File: src/verilog/alu_cfg.svh
`ifndef ALU_CFG_SVH
`define ALU_CFG_SVH

// Width of every operand, result and register in the execution unit
`define ALU_DATA_WIDTH 8

// Number of general registers, and the index width needed to name one
`define ALU_NUM_REGS 4
`define ALU_REG_IDX_WIDTH 2

// Host bus is word addressed, so three bits cover the whole map
`define WB_ADR_WIDTH 3

// Host data path is a full word
// Narrower registers are zero-extended on reads
`define WB_DAT_WIDTH 32

`endif

File: src/verilog/alu_op_pkg.sv
`include "alu_cfg.svh"

package alu_op_pkg;

    // One operand or result byte
    typedef logic [`ALU_DATA_WIDTH-1:0] alu_data_t;

    // Register number used for sources and destination
    typedef logic [`ALU_REG_IDX_WIDTH-1:0] reg_idx_t;

    // Opcodes 0 to 11 follow the arithmetic column order of the original ALU
    // Codes not listed here are undefined and produce zero
    typedef enum logic [4:0] {
        OP_PASS_A = 5'd0,
        OP_PASS_B = 5'd1,
        OP_ZERO   = 5'd2,
        OP_NEG_A  = 5'd3,
        OP_NEG_B  = 5'd4,
        OP_INC_A  = 5'd5,
        OP_INC_B  = 5'd6,
        OP_DEC_A  = 5'd7,
        OP_DEC_B  = 5'd8,
        OP_ADD    = 5'd9,
        OP_SUB_AB = 5'd10,
        OP_SUB_BA = 5'd11,
        OP_MUL_HI = 5'd16,
        OP_MUL_LO = 5'd17,
        OP_AND    = 5'd25,
        OP_OR     = 5'd26,
        OP_XOR    = 5'd27,
        OP_NOT_A  = 5'd28
    } alu_op_e;

    // Instruction word as written to INSTR, 13 bits with the op in the low bits
    typedef struct packed {
        logic     force_x_zero;
        logic     force_pass_x;
        reg_idx_t dst;
        reg_idx_t y_sel;
        reg_idx_t x_sel;
        alu_op_e  op;
    } alu_instr_t;

    // Flag pair laid out as in STATUS, carry in bit 0 and zero in bit 1
    typedef struct packed {
        logic zero;
        logic carry;
    } alu_flags_t;

endpackage

File: src/verilog/wb_bus_pkg.sv
`include "alu_cfg.svh"

package wb_bus_pkg;

    // Word address on the host bus
    typedef logic [`WB_ADR_WIDTH-1:0] wb_adr_t;

    // Master side of a Wishbone classic transfer
    // All fields are held steady until ack is seen
    typedef struct packed {
        logic                     cyc;
        logic                     stb;
        logic                     we;
        wb_adr_t                  adr;
        logic [`WB_DAT_WIDTH-1:0] dat_w;
    } wb_req_t;

    // Slave side of a transfer, read data is only meaningful while ack is high
    typedef struct packed {
        logic                     ack;
        logic [`WB_DAT_WIDTH-1:0] dat_r;
    } wb_rsp_t;

    // Register map
    // The reserved word reads as zero and swallows writes
    localparam wb_adr_t WB_ADR_INSTR  = 3'd0;
    localparam wb_adr_t WB_ADR_STATUS = 3'd1;
    localparam wb_adr_t WB_ADR_RESULT = 3'd2;
    localparam wb_adr_t WB_ADR_RSVD   = 3'd3;

    // r0 to r3 occupy the upper half of the map, from this address on
    localparam wb_adr_t WB_ADR_REG_BASE = 3'd4;

endpackage

File: src/verilog/alu.sv
`timescale 1ns/1ps
`include "alu_cfg.svh"

module alu (
    input  alu_op_pkg::alu_data_t  x,
    input  alu_op_pkg::alu_data_t  y,
    input  alu_op_pkg::alu_op_e    op,
    input  logic                   force_pass_x,
    input  logic                   force_x_zero,
    input  logic                   carry_in,
    output alu_op_pkg::alu_data_t  result,
    output alu_op_pkg::alu_flags_t flags
);
    import alu_op_pkg::*;

    // Constant one at the extended width, used by increments and decrements
    localparam logic [`ALU_DATA_WIDTH:0] ONE_EXT = 1;

    // Operands after the override bits have been applied
    alu_data_t x_eff;
    alu_op_e   op_eff;

    // Operands widened by one bit so the top bit catches carry or borrow
    logic [`ALU_DATA_WIDTH:0] x_ext;
    logic [`ALU_DATA_WIDTH:0] y_ext;
    logic [`ALU_DATA_WIDTH:0] cin_ext;
    logic [`ALU_DATA_WIDTH:0] wide;

    // Full double-width product, split into high and low byte ops
    logic [2*`ALU_DATA_WIDTH-1:0] product;

    // Forcing X to zero replaces the operand itself
    // Forcing pass X turns any op into pass A, so both together store zero
    assign x_eff  = force_x_zero ? '0 : x;
    assign op_eff = force_pass_x ? OP_PASS_A : op;

    assign x_ext   = {1'b0, x_eff};
    assign y_ext   = {1'b0, y};
    assign cin_ext = {{`ALU_DATA_WIDTH{1'b0}}, carry_in};

    assign product = {{`ALU_DATA_WIDTH{1'b0}}, x_eff} * {{`ALU_DATA_WIDTH{1'b0}}, y};

    // Every op is evaluated at the widened size
    // Ops without a carry leave the top bit clear
    always_comb begin
        wide = '0;
        case (op_eff)
            OP_PASS_A: wide = x_ext;
            OP_PASS_B: wide = y_ext;
            OP_ZERO:   wide = '0;
            // Negation is a subtract from zero, so the top bit is the borrow
            OP_NEG_A:  wide = '0 - x_ext;
            OP_NEG_B:  wide = '0 - y_ext;
            OP_INC_A:  wide = x_ext + ONE_EXT;
            OP_INC_B:  wide = y_ext + ONE_EXT;
            // A decrement of zero wraps and reports a borrow
            OP_DEC_A:  wide = x_ext - ONE_EXT;
            OP_DEC_B:  wide = y_ext - ONE_EXT;
            // The three chained ops consume the stored carry
            OP_ADD:    wide = x_ext + y_ext + cin_ext;
            OP_SUB_AB: wide = x_ext - y_ext - cin_ext;
            OP_SUB_BA: wide = y_ext - x_ext - cin_ext;
            OP_MUL_HI: wide = {1'b0, product[2*`ALU_DATA_WIDTH-1:`ALU_DATA_WIDTH]};
            OP_MUL_LO: wide = {1'b0, product[`ALU_DATA_WIDTH-1:0]};
            OP_AND:    wide = {1'b0, x_eff & y};
            OP_OR:     wide = {1'b0, x_eff | y};
            OP_XOR:    wide = {1'b0, x_eff ^ y};
            OP_NOT_A:  wide = {1'b0, ~x_eff};
            // Undefined codes give a clean zero with no carry
            default:   wide = '0;
        endcase
    end

    assign result = wide[`ALU_DATA_WIDTH-1:0];

    // Zero looks at the stored byte only, never at the carry bit
    always_comb begin
        flags.carry = wide[`ALU_DATA_WIDTH];
        flags.zero  = (result == '0);
    end

endmodule

File: src/verilog/alu_regfile.sv
`timescale 1ns/1ps
`include "alu_cfg.svh"

module alu_regfile (
    input  logic                  clk,
    input  logic                  reset,
    input  alu_op_pkg::reg_idx_t  x_sel,
    input  alu_op_pkg::reg_idx_t  y_sel,
    output alu_op_pkg::alu_data_t x_val,
    output alu_op_pkg::alu_data_t y_val,
    input  alu_op_pkg::reg_idx_t  host_idx,
    input  logic                  host_we,
    input  alu_op_pkg::alu_data_t host_wdata,
    output alu_op_pkg::alu_data_t host_rdata,
    input  logic                  exec,
    input  alu_op_pkg::reg_idx_t  dst,
    input  alu_op_pkg::alu_data_t exec_wdata
);
    import alu_op_pkg::*;

    alu_data_t regs [`ALU_NUM_REGS];

    // One write per edge
    // An executing instruction wins over a host write to the same file
    always_ff @(posedge clk) begin
        if (reset) begin
            for (int i = 0; i < `ALU_NUM_REGS; i++) begin
                regs[i] <= '0;
            end
        end else if (exec) begin
            regs[dst] <= exec_wdata;
        end else if (host_we) begin
            regs[host_idx] <= host_wdata;
        end
    end

    // Reads are combinational, two for the ALU and one for the host bus
    assign x_val      = regs[x_sel];
    assign y_val      = regs[y_sel];
    assign host_rdata = regs[host_idx];

endmodule

File: src/verilog/alu_ctrl_regs.sv
`timescale 1ns/1ps
`include "alu_cfg.svh"

module alu_ctrl_regs (
    input  logic                   clk,
    input  logic                   reset,
    input  wb_bus_pkg::wb_req_t    wb_req,
    output wb_bus_pkg::wb_rsp_t    wb_rsp,
    output alu_op_pkg::alu_instr_t instr,
    output logic                   carry_in,
    output logic                   exec,
    input  alu_op_pkg::alu_data_t  alu_result,
    input  alu_op_pkg::alu_flags_t alu_flags,
    output alu_op_pkg::reg_idx_t   host_idx,
    output logic                   host_we,
    output alu_op_pkg::alu_data_t  host_wdata,
    input  alu_op_pkg::alu_data_t  host_rdata
);
    import alu_op_pkg::*;
    import wb_bus_pkg::*;

    logic       ack_q;
    logic       exec_q;
    alu_instr_t instr_q;
    alu_flags_t status_q;
    alu_data_t  result_q;

    // A write is taken on the edge where ack is high
    logic wr_commit;
    logic in_reg_window;

    assign wr_commit     = wb_req.cyc & wb_req.stb & wb_req.we & ack_q;
    assign in_reg_window = (wb_req.adr >= WB_ADR_REG_BASE);

    // Ack rises one cycle after the request appears and lasts one cycle
    // The master drops stb right after, so it cannot rise twice in a row
    always_ff @(posedge clk) begin
        if (reset) begin
            ack_q <= 1'b0;
        end else begin
            ack_q <= wb_req.cyc & wb_req.stb & ~ack_q;
        end
    end

    // Writing INSTR arms exec for exactly the following cycle
    always_ff @(posedge clk) begin
        if (reset) begin
            instr_q <= '0;
            exec_q  <= 1'b0;
        end else begin
            exec_q <= wr_commit && (wb_req.adr == WB_ADR_INSTR);
            if (wr_commit && (wb_req.adr == WB_ADR_INSTR)) begin
                instr_q <= alu_instr_t'(wb_req.dat_w[$bits(alu_instr_t)-1:0]);
            end
        end
    end

    // Status takes the ALU flags on exec, otherwise a host write can preset it
    // This is how the host seeds the carry before a chained add or subtract
    always_ff @(posedge clk) begin
        if (reset) begin
            status_q <= '0;
            result_q <= '0;
        end else if (exec_q) begin
            status_q <= alu_flags;
            result_q <= alu_result;
        end else if (wr_commit && (wb_req.adr == WB_ADR_STATUS)) begin
            status_q <= alu_flags_t'(wb_req.dat_w[$bits(alu_flags_t)-1:0]);
        end
    end

    // The low address bits pick r0 to r3 inside the register window
    assign host_idx   = wb_req.adr[`ALU_REG_IDX_WIDTH-1:0];
    assign host_we    = wr_commit & in_reg_window;
    assign host_wdata = wb_req.dat_w[`ALU_DATA_WIDTH-1:0];

    // Read data follows the address, zero-extended to the bus width
    always_comb begin
        wb_rsp.ack = ack_q;
        case (wb_req.adr)
            WB_ADR_INSTR:  wb_rsp.dat_r = `WB_DAT_WIDTH'({instr_q});
            WB_ADR_STATUS: wb_rsp.dat_r = `WB_DAT_WIDTH'({status_q});
            WB_ADR_RESULT: wb_rsp.dat_r = `WB_DAT_WIDTH'(result_q);
            WB_ADR_RSVD:   wb_rsp.dat_r = '0;
            default:       wb_rsp.dat_r = `WB_DAT_WIDTH'(host_rdata);
        endcase
    end

    assign instr    = instr_q;
    assign exec     = exec_q;
    assign carry_in = status_q.carry;

endmodule

File: src/verilog/alu_datapath.sv
`timescale 1ns/1ps

module alu_datapath (
    input  logic                clk,
    input  logic                reset,
    input  wb_bus_pkg::wb_req_t wb_req,
    output wb_bus_pkg::wb_rsp_t wb_rsp
);
    import alu_op_pkg::*;

    // Latched instruction and the exec pulse that commits it
    alu_instr_t instr;
    logic       exec;
    logic       carry_in;

    // Operand values read from the register file
    alu_data_t x_val;
    alu_data_t y_val;

    // ALU outputs, stored one edge after the INSTR write
    alu_data_t  alu_result;
    alu_flags_t alu_flags;

    // Host window into the register file
    reg_idx_t  host_idx;
    logic      host_we;
    alu_data_t host_wdata;
    alu_data_t host_rdata;

    alu_ctrl_regs u_ctrl (
        .clk        (clk),
        .reset      (reset),
        .wb_req     (wb_req),
        .wb_rsp     (wb_rsp),
        .instr      (instr),
        .carry_in   (carry_in),
        .exec       (exec),
        .alu_result (alu_result),
        .alu_flags  (alu_flags),
        .host_idx   (host_idx),
        .host_we    (host_we),
        .host_wdata (host_wdata),
        .host_rdata (host_rdata)
    );

    alu_regfile u_regs (
        .clk        (clk),
        .reset      (reset),
        .x_sel      (instr.x_sel),
        .y_sel      (instr.y_sel),
        .x_val      (x_val),
        .y_val      (y_val),
        .host_idx   (host_idx),
        .host_we    (host_we),
        .host_wdata (host_wdata),
        .host_rdata (host_rdata),
        .exec       (exec),
        .dst        (instr.dst),
        .exec_wdata (alu_result)
    );

    alu u_alu (
        .x            (x_val),
        .y            (y_val),
        .op           (instr.op),
        .force_pass_x (instr.force_pass_x),
        .force_x_zero (instr.force_x_zero),
        .carry_in     (carry_in),
        .result       (alu_result),
        .flags        (alu_flags)
    );

endmodule

File: config.mk
export PLATFORM = sky130hd
export DESIGN_NAME = alu_datapath
export DESIGN_NICKNAME = d
export VERILOG_FILES = /design/src/verilog/alu_op_pkg.sv /design/src/verilog/wb_bus_pkg.sv /design/src/verilog/alu.sv /design/src/verilog/alu_regfile.sv /design/src/verilog/alu_ctrl_regs.sv /design/src/verilog/alu_datapath.sv
export VERILOG_INCLUDE_DIRS = /design/src /design/src/verilog
export SDC_FILE = /design/constraint.sdc
export NUM_CORES = 1
export LEC_CHECK = 0
export BUFFER_PORTS_ARGS = -buffer_cell sky130_fd_sc_hd__buf_2
export CORE_UTILIZATION = 50
export DETAILED_ROUTE_END_ITERATION = 10
export GPL_TIMING_DRIVEN = 0
export HOLD_SLACK_MARGIN = 0.15
export PLACE_DENSITY = 0.69
export SLEW_MARGIN = 20
export SYNTH_ARGS = -nofsm -noshare
export SYNTH_HDL_FRONTEND = slang
export SYNTH_SLANG_ARGS = --single-unit
File: constraint.sdc
create_clock -name clk -period 12.25 [get_ports clk]
set_clock_uncertainty 0.15 [all_clocks]
set_input_delay 2.45 -clock clk [delete_from_list [all_inputs] [get_ports clk]]
set_output_delay 2.45 -clock clk [all_outputs]
set_load 0.1 [all_outputs]
* Yosys cells after proc, flatten, opt, wreduce, memory -nomap -nowiden
Memories as Yosys holds them, arrays and structs flattened. A register that Yosys moved wholly into a read port is not among the register bits. Index checks and enable logic that the tools add are counted.
Cells by class: equality and inequality tests 19, $lt $le $gt $ge 1, mux-type cells 25, $add $sub $neg 12, multipliers 1, bitwise logic cells 10, reduce and logical (&&, ||, !) cells 8
Operators with widths (count):
- $pmux 9 s17 | 1
- $pmux 13 s4 | 1
- $eq 5x5->1 const B | 6
- $mux 8 | 3
- $eq 5x3->1 const B | 4
- $eq 5x4->1 const B | 4
- $add 8x1->9 const B | 2
- $sub 1x8->9 const A | 2
- $sub 8x1->9 const B | 2
- $sub 8x8->9 | 2
- $sub 9x1->9 | 2
- $mul 8x8->16 | 1
- $mux 2 | 8
- $reduce_or 8->1 | 2
- $mux 1 | 11
- $add 8x8->9 | 1
- $add 9x1->9 | 1
- $and 8x8->8 | 1
- $logic_not 8->1 | 1
- $not 8->8 | 1
- $or 8x8->8 | 1
- $xor 8x8->8 | 1
- $eq 3x2->1 const B | 2
- $and 1x1->1 | 5
- 10 further kinds | 11
Storage, ports and cells: logic and storage cells 88, memories kept 1, output and inout bits 33, RAM bits 32, bits in registers 25
Memories:
- u_regs.regs | words 4, width 8, rd ports 3, clocked after Yosys merged registers in 2, write ports 4, RTL line alu_regfile.sv:21 | alu_data_t regs [`ALU_NUM_REGS];

* Logic depth before layout (Yosys ltp)
Gate-level depths: netlist of run 1.
word-level depth 10, mapped depth 23, mapped depth without buffers 21

* By module
Synthesis of run 1 repeated with hierarchy kept, for this count alone.
Second synthesis, totals: cell total of the unflattened synthesis 977, area, all modules 8508.2 um^2
Modules (own cells, without submodules):
- alu | area an instance 5047.3 um^2, cells an instance 669, times used 1
- alu_regfile | area an instance 1996.9 um^2, cells an instance 138, times used 1
- alu_ctrl_regs | area an instance 1463.9 um^2, cells an instance 170, times used 1

* Worst setup path before layout of run 1
No wires, ideal clock.
kind input port to output port, from input wb_req[33] (netlist name), to output wb_rsp[2] (netlist name), setup slack 4.255 ns, required time 9.650 ns, cell stages on the path 4, arrival 5.395 ns, cells stage by stage buf_1 -> buf_1 -> mux2i_1 -> o21ai_0
RTL lines:
- from (decl) | RTL line alu_datapath.sv:6 | input wb_bus_pkg::wb_req_t wb_req,
- to (decl) | RTL line alu_datapath.sv:7 | output wb_bus_pkg::wb_rsp_t wb_rsp

==> results of run 1 <==
## placed cells by master (no fill, tap or decap), drive strengths merged, types with 15 or more instances in the layout
master,n
nor2,106
and2,24
nand2b,18
a21oi,61
ha,91
a21o,17
clkbuf,33
xor2,15
conb,19
dfxtp,29
edfxtp,32
mux4,18
mux2i,40
nand3,24
inv,86
buf,73
xnor2,21
a211oi,19
fa,44
o21ai,36
nand2,87
## layer usage
metal	vias up	share of wire [%]
met5	-	0
met3	69	9.3
met2	428	44
li1	3649	-
met1	3784	42
met4	0	4.4
## layout make-up
class	count	area [sq um]	share of cell area (%)
Buffer	64	362	3.83
Tap cell	220	275	2.92
Multi-Input combinational cell	805	6450	68.4
Clock buffer	9	225	2.39
Clock inverter	6	78.8	0.836
Sequential cell	61	1540	16.3
Timing Repair Buffer	33	168	1.78
Inverter	89	334	3.54
## critical path: stages (launching register included)
cell      delay [ns]
dfxtp_1         0.29
clkbuf_1        0.26
or2_2           0.43
o22ai_1         0.70
clkinv_1        0.60
nor2_1          0.29
fa_1            0.47
fa_1            0.50
fa_1            0.48
inv_1           0.05
fa_1            0.47
inv_1           0.04
ha_1            0.31
and3_1          0.21
a221oi_1        0.53
o21ai_0         0.27
xnor2_1         0.33
nor2_1          0.10
nor4_1          0.64
o21ai_1         0.27
nor2b_1         0.19
## logic make-up (layout without fill, tap and decap cells)
family                     Yosys count  in the layout  synth area share [%]
other                                1             19                0.0436
adders and majority gates          135            135                  23.5
AOI/OAI and AO/OA                  221            221                  18.0
xor gates and xnor gates            36             36                  3.67
buffers and inverters              153            201                  8.09
and+or+nand+nor                    334            334                  19.0
DFF                                 61             61                  17.9
muxes                               60             60                  9.80
## per-stage QoR
| step | power (uW) | cells |
|---|---|---|
| after floorplan | 392 | 1019 |
| after global placement | 440 | 1271 |
| final | 704 | 1287 |
| after detailed placement | 443 | 1272 |
| after global routing | 734 | 1287 |
| after CTS | 703 | 1287 |
## state kept, by name, summed over array words and instances (netlist names), named ones only
signal           cells
u_regs.regs         32
u_ctrl.instr        13
u_ctrl.result_q      8
u_ctrl.ack_q         1
u_ctrl.carry_in      1
u_ctrl.exec          1
u_ctrl.status_q      1
## power by group through the flow
| stage | combinational [uW] | clock (uW) | sequential, uW |
|---|---|---|---|
| after global placement | 213 | 0 | 227 |
| after CTS | 216 | 264 | 223 |
| after detailed placement | 215 | 0 | 227 |
| final | 218 | 262 | 223 |
| after floorplan | 166 | 0 | 225 |
| after global routing | 238 | 272 | 224 |
## worst paths after layout
path	to	cells past startpoint
worst max-delay path	u_regs.regs[2][3]	20
worst min-delay path	u_ctrl.ack_q	1
worst max register to register	u_regs.regs[2][3]	20
worst min register to register	u_ctrl.ack_q	1
==> results.md, run 1 <==
- Core area: 16700 sq um
- Register share of total power: 31.7%
- Synth top cells by count: 106 x nor2_1, 91 x ha_1, 87 x nand2_1, 84 x inv_1, 60 x a21oi_1
- Area after DPL: 9120 sq um
- Vias in the first global route: 7560
- CP Launch Type: flip-flop
- Dpl hpwl: 21000 um
- Gr ovfl total: 0
- Sw frac: 33.9%
- EDFF count, synth: 32
- Status: finished, final reports clean
- Pin count of the biggest net entering global routing: 13
- Starting Density: 51.5%
- Worst-Skew Late Latency: 0.33 ns
- Met1 GRT Util: 43.6%
- Comb pwr share: 31.0%
- M3 GR Usage: 4.60%
- Worst VDD drop: 0.0981 mV
- Post-synth top flop: edfxtp_1
- Syn_area_per_cell: 8.59 sq um
- Post-synthesis sequential area ratio: 17.9%
- CP Class: flip-flop to flip-flop
- Drt pass-1 iters: 5
- 1st-iter DRT viols: 797
- Initial antenna violation count: 0
- Int Pwr: 465 uW
- Fillers: 1563
- CTS Hold Buffers Added: 0
- Clock Sinks: 61
- Max_cap viols: 0
- Slew Limit Headroom: 30.6%
- P_leak: 0.00420 uW
- Post-layout util: 56.5%
- HP Class: flip-flop to flip-flop
- Worst setup margin: 4.37 ns
- Final Max Slew Viols: 0
- CP Launch Point: u_ctrl.instr[12]
- Clock-pin slew on the worst setup and hold paths: 0.05 ns
- Hold path start: u_ctrl.ack_q
- Syn Std Cell Area: 8600 sq um
- Clock tree buffer depth: 2
- Final Critical Period: 7.88 ns
- Worst EP required: 12.17 ns
- Pwr per Cell Area: 74.6 nW/um^2
- Drt wl/cell: 20.9 um
- Max Clk Rate: 127 MHz
- Met2 Use GR: 47.4%
- # setup viols final: 0
- Inserted Clock Buffers: 9
- Die ar.: 17700 sq um
- Die height: 133 um
- Top cells by area, synth: ha_1 13%, edfxtp_1 11%, fa_1 10%
- Diodes inserted: 0
- Port Buf Inserts: 32
- Post-synth top area cell: ha_1
- R2R Setup Slk: 4.37 ns
- Post-CTS sizing: 0
- Final WL: 26800 um
- Distinct cells, synth: 87
- Design area: 9430 sq um
- Die W: 133 um
- Rows: 47
- RSZ-0062 raised after global routing: no
- DP Worst Slack: 4.51 ns
- Critical path fanouts, max: 10
- Setup TNS Final: 0 ns
- First-pass GRT wire length: 42200 um
- Worst Setup End Kind: flip-flop
- CTS tree: built
- Post-CTS Setup Bufs: 0
- Final hold violations: 0
- Reg-to-reg startpoint: u_ctrl.instr[12]
- Yosys warns: 0
- GRT busiest layer: met2
- Most frequent cell after synthesis: nor2_1
- Nets: 1238
- Area growth syn-to-layout: 9.69%
- Post-Synthesis Cells: 1001
- Worst Tran Pin Value: 1.03 ns
- Sw Pwr: 239 uW
- DR DRC count: 0
- Layout cells sized above 1: 11.3%
- Antenna-violating nets left: 0
- Root Buffer: clkbuf_16
- Crit path DAT: 7.79 ns
- FFs w/ async S/R, synth: 0%
- Routability Congestion: 1.02
- Area fraction of the dominant cell type after synthesis: 13.2%
- # H-tree levels: 3
- Total track usage: 31.3%
- Clock power frac: 37.3%
- Ports: 73
- Vias: 7930
- Hold WS: 0.303 ns
- Via/cell ratio: 6.16
- FF+latch count, synth: 61
- Fraction of the cycle the final worst path needs: 64.3%
No activity file was read; power rests on OpenSTA's default activity.
==> run 2, diff against run 1 <==
- clock period: 12.25 -> 7.6 ns (I/O delays scaled with it)
==> run 2 against run 1 <==
  * Clock power rose by 62%
  * Cell count did not move
  * Global-route usage barely moved
  * Worst setup slack got worse by 4.0 ns
  * Hold slack barely moved
  * Maximum frequency rose by 9.1%
  * Register-to-register slack got worse by 4.0 ns
  * Die area did not move
  * Combinational power rose by 62%
  * Flip-flop and latch count did not move
  * Sequential share of layout area barely moved
  * Routed wire length rose by 0.61%
  * Critical path type unchanged
  * Critical endpoint unchanged
  * Largest power group unchanged
  * Highest routed layer unchanged
==> results.md, run 2 (synthesis gave the netlist of run 1 again) <==
- Post-CTS Setup Bufs: 0 (unchanged)
- Rows: 47 (unchanged)
- Vias in the first global route: 7575 (+0.20%)
- Clock tree buffer depth: 2 (unchanged)
- Port Buf Inserts: 32 (unchanged)
- R2R Setup Slk: 0.38 ns (-3.99 ns)
- Final Max Slew Viols: 0 (unchanged)
- 1st-iter DRT viols: 752 (-5.6%)
- Hold path start: u_ctrl.ack_q
- Reg2reg path depth: 20 (unchanged)
- Area of the multi-input gates: 6470 sq um (+0.29%)
- Crit path DAT: 7.14 ns (-0.65 ns)
- CP Launch Type: flip-flop
- Critical path fanouts, max: 10 (unchanged)
- Clock Sinks: 61 (unchanged)
- Reg-to-reg startpoint: u_ctrl.instr[12]
- Max Clk Rate: 139 MHz (+9.1%)
- Clock-pin slew on the worst setup and hold paths: 0.05 ns (about the same)
- Register Area: 1540 sq um (unchanged)
- Placed Instances: 1272 (unchanged)
- Via/cell ratio: 6.16 (-0.10%)
- Starting Density: 51.5% (unchanged)
- Total track usage: 31.3% (about the same)
- DR DRC count: 0 (unchanged)
- Layout Cells excl Fill: 1287 (unchanged)
- Worst Setup End Kind: flip-flop
- Gr ovfl total: 0 (unchanged)
- Hold WS: 0.302 ns (-0.000319 ns)
- Worst EP required: 7.52 ns (-4.65 ns)
- # H-tree levels: 3 (unchanged)
- Die ar.: 17700 sq um (unchanged)
- Setup TNS Final: 0 ns (unchanged)
- RSZ-0062 raised after global routing: no
- Initial antenna violation count: 0 (unchanged)
- CP Class: flip-flop to flip-flop
- Most common cell after layout, fill and taps aside: nor2_1
- HP Class: flip-flop to flip-flop
- Fraction of the cycle the final worst path needs: 94.9% (+31 points)
- First-pass GRT wire length: 42200 um (about the same)
- Post-layout util: 56.6% (+0.13 points)
- Die W: 133 um (unchanged)
- Vias: 7922 (-0.10%)
- Die height: 133 um (unchanged)
- Pin count of the biggest net entering global routing: 13 (unchanged)
- Core area: 16700 sq um (unchanged)
- Slew Limit Headroom: 29.9% (-0.67 points)
- Nets: 1238 (unchanged)
- Diodes inserted: 0 (unchanged)
- Final hold violations: 0 (unchanged)
- Fillers: 1568 (+0.32%)
- Antenna-violating nets left: 0 (unchanged)
- Drt wl/cell: 21.0 um (+0.61%)
- Drt pass-1 iters: 7 (+2)
- Worst Tran Pin Value: 1.04 ns (+0.00998 ns)
- Pwr per Cell Area: 120 nW/um^2 (+61%)
- Worst-Skew Late Latency: 0.34 ns (about the same)
- CTS Hold Buffers Added: 0 (unchanged)
- Root Buffer: clkbuf_16
- P_leak: 0.00420 uW (about the same)
- Commonest non-fill, non-tap cells in the layout: 106 x nor2_1, 91 x ha_1, 87 x nand2_1
- Status: finished, final reports clean
- Dpl hpwl: 21000 um (unchanged)
- Area growth syn-to-layout: 9.95%
- Max_cap viols: 0 (unchanged)
- Reg with most FFs: u_regs.regs
- WHS Endpoint: u_ctrl.ack_q
- Hold Crit Depth: 1 (unchanged)
- Largest register FFs: 32 (unchanged)
- Worst flop-to-flop path endpoint: u_regs.regs[2][3]
- Worst VDD drop: 0.157 mV (+60%)
- Routability Congestion: 1.02 (unchanged)
- Final WL: 27000 um (+0.61%)
- Layout cells sized above 1: 11.7% (+0.37 points)
- Inserted Clock Buffers: 9 (unchanged)
- CTS tree: built
- Ports: 73 (unchanged)
- Final Critical Period: 7.22 ns (-0.660 ns)
- # setup viols final: 0 (unchanged)
[run 2: routing by layer]
layer,global-route usage [%],part of all wire (%)
met5,0,0
met4,15.7,4.5
met2,47.5,44
met1,43.6,42
met3,4.60,9.0
[run 2: worst max path at each step]
stage,depth (start not counted),end,start
floorplan,4,wb_rsp[2],wb_req[33]
global placement,20,u_regs.regs[2][3],u_ctrl.instr[12]
detailed placement,20,u_regs.regs[2][3],u_ctrl.instr[12]
CTS,20,u_regs.regs[2][3],u_ctrl.instr[12]
global route,20,u_regs.regs[2][3],u_ctrl.instr[12]
finish,20,u_regs.regs[2][3],u_ctrl.instr[12]
[run 2: layout make-up]
| class | count | area share (%) |
|---|---|---|
| multi-input combinational | 805 | 68.4 |
| sequential | 61 | 16.3 |
| buffer | 64 | 3.82 |
| inverter | 89 | 3.57 |
| tap | 220 | 2.91 |
| clock buffer | 9 | 2.38 |
| timing repair buffer | 33 | 1.77 |
| clock inverter | 6 | 0.834 |
[run 2: repair_timing]
item / 4_1_cts / 5_1_grt
cloned: 0 / 0
endpoints found under the setup margin: 7 / 7
gates resized for setup: 1 / 3
[run 2: where the power goes]
group	internal (uW)	total, uW	switching [uW]
logic	116	354	238
clock network	281	424	143
registers	353	360	6.96
[run 2: stage by stage]
step	total power [uW]	area [sq um]	setup WS, ns
global route	1190	9460	0.0866
CTS	1130	9430	0.209
detailed placement	713	9120	-0.138
global placement	710	9100	-0.112
floorplan	632	8670	1.46
finish	1140	9460	0.384
[run 2: worst max-delay path, cell delays in order (launching register included)]
cell,delay (ns)
dfxtp_1,0.29
clkbuf_1,0.26
or2_2,0.44
o22ai_2,0.50
clkinvlp_4,0.43
nor2_1,0.22
fa_1,0.47
fa_1,0.51
fa_1,0.49
inv_1,0.05
fa_1,0.47
inv_1,0.04
ha_1,0.31
and3_1,0.21
a221oi_1,0.52
o21ai_0,0.27
xnor2_1,0.33
nor2_1,0.11
nor4_2,0.47
o21ai_1,0.22
nor2b_1,0.18
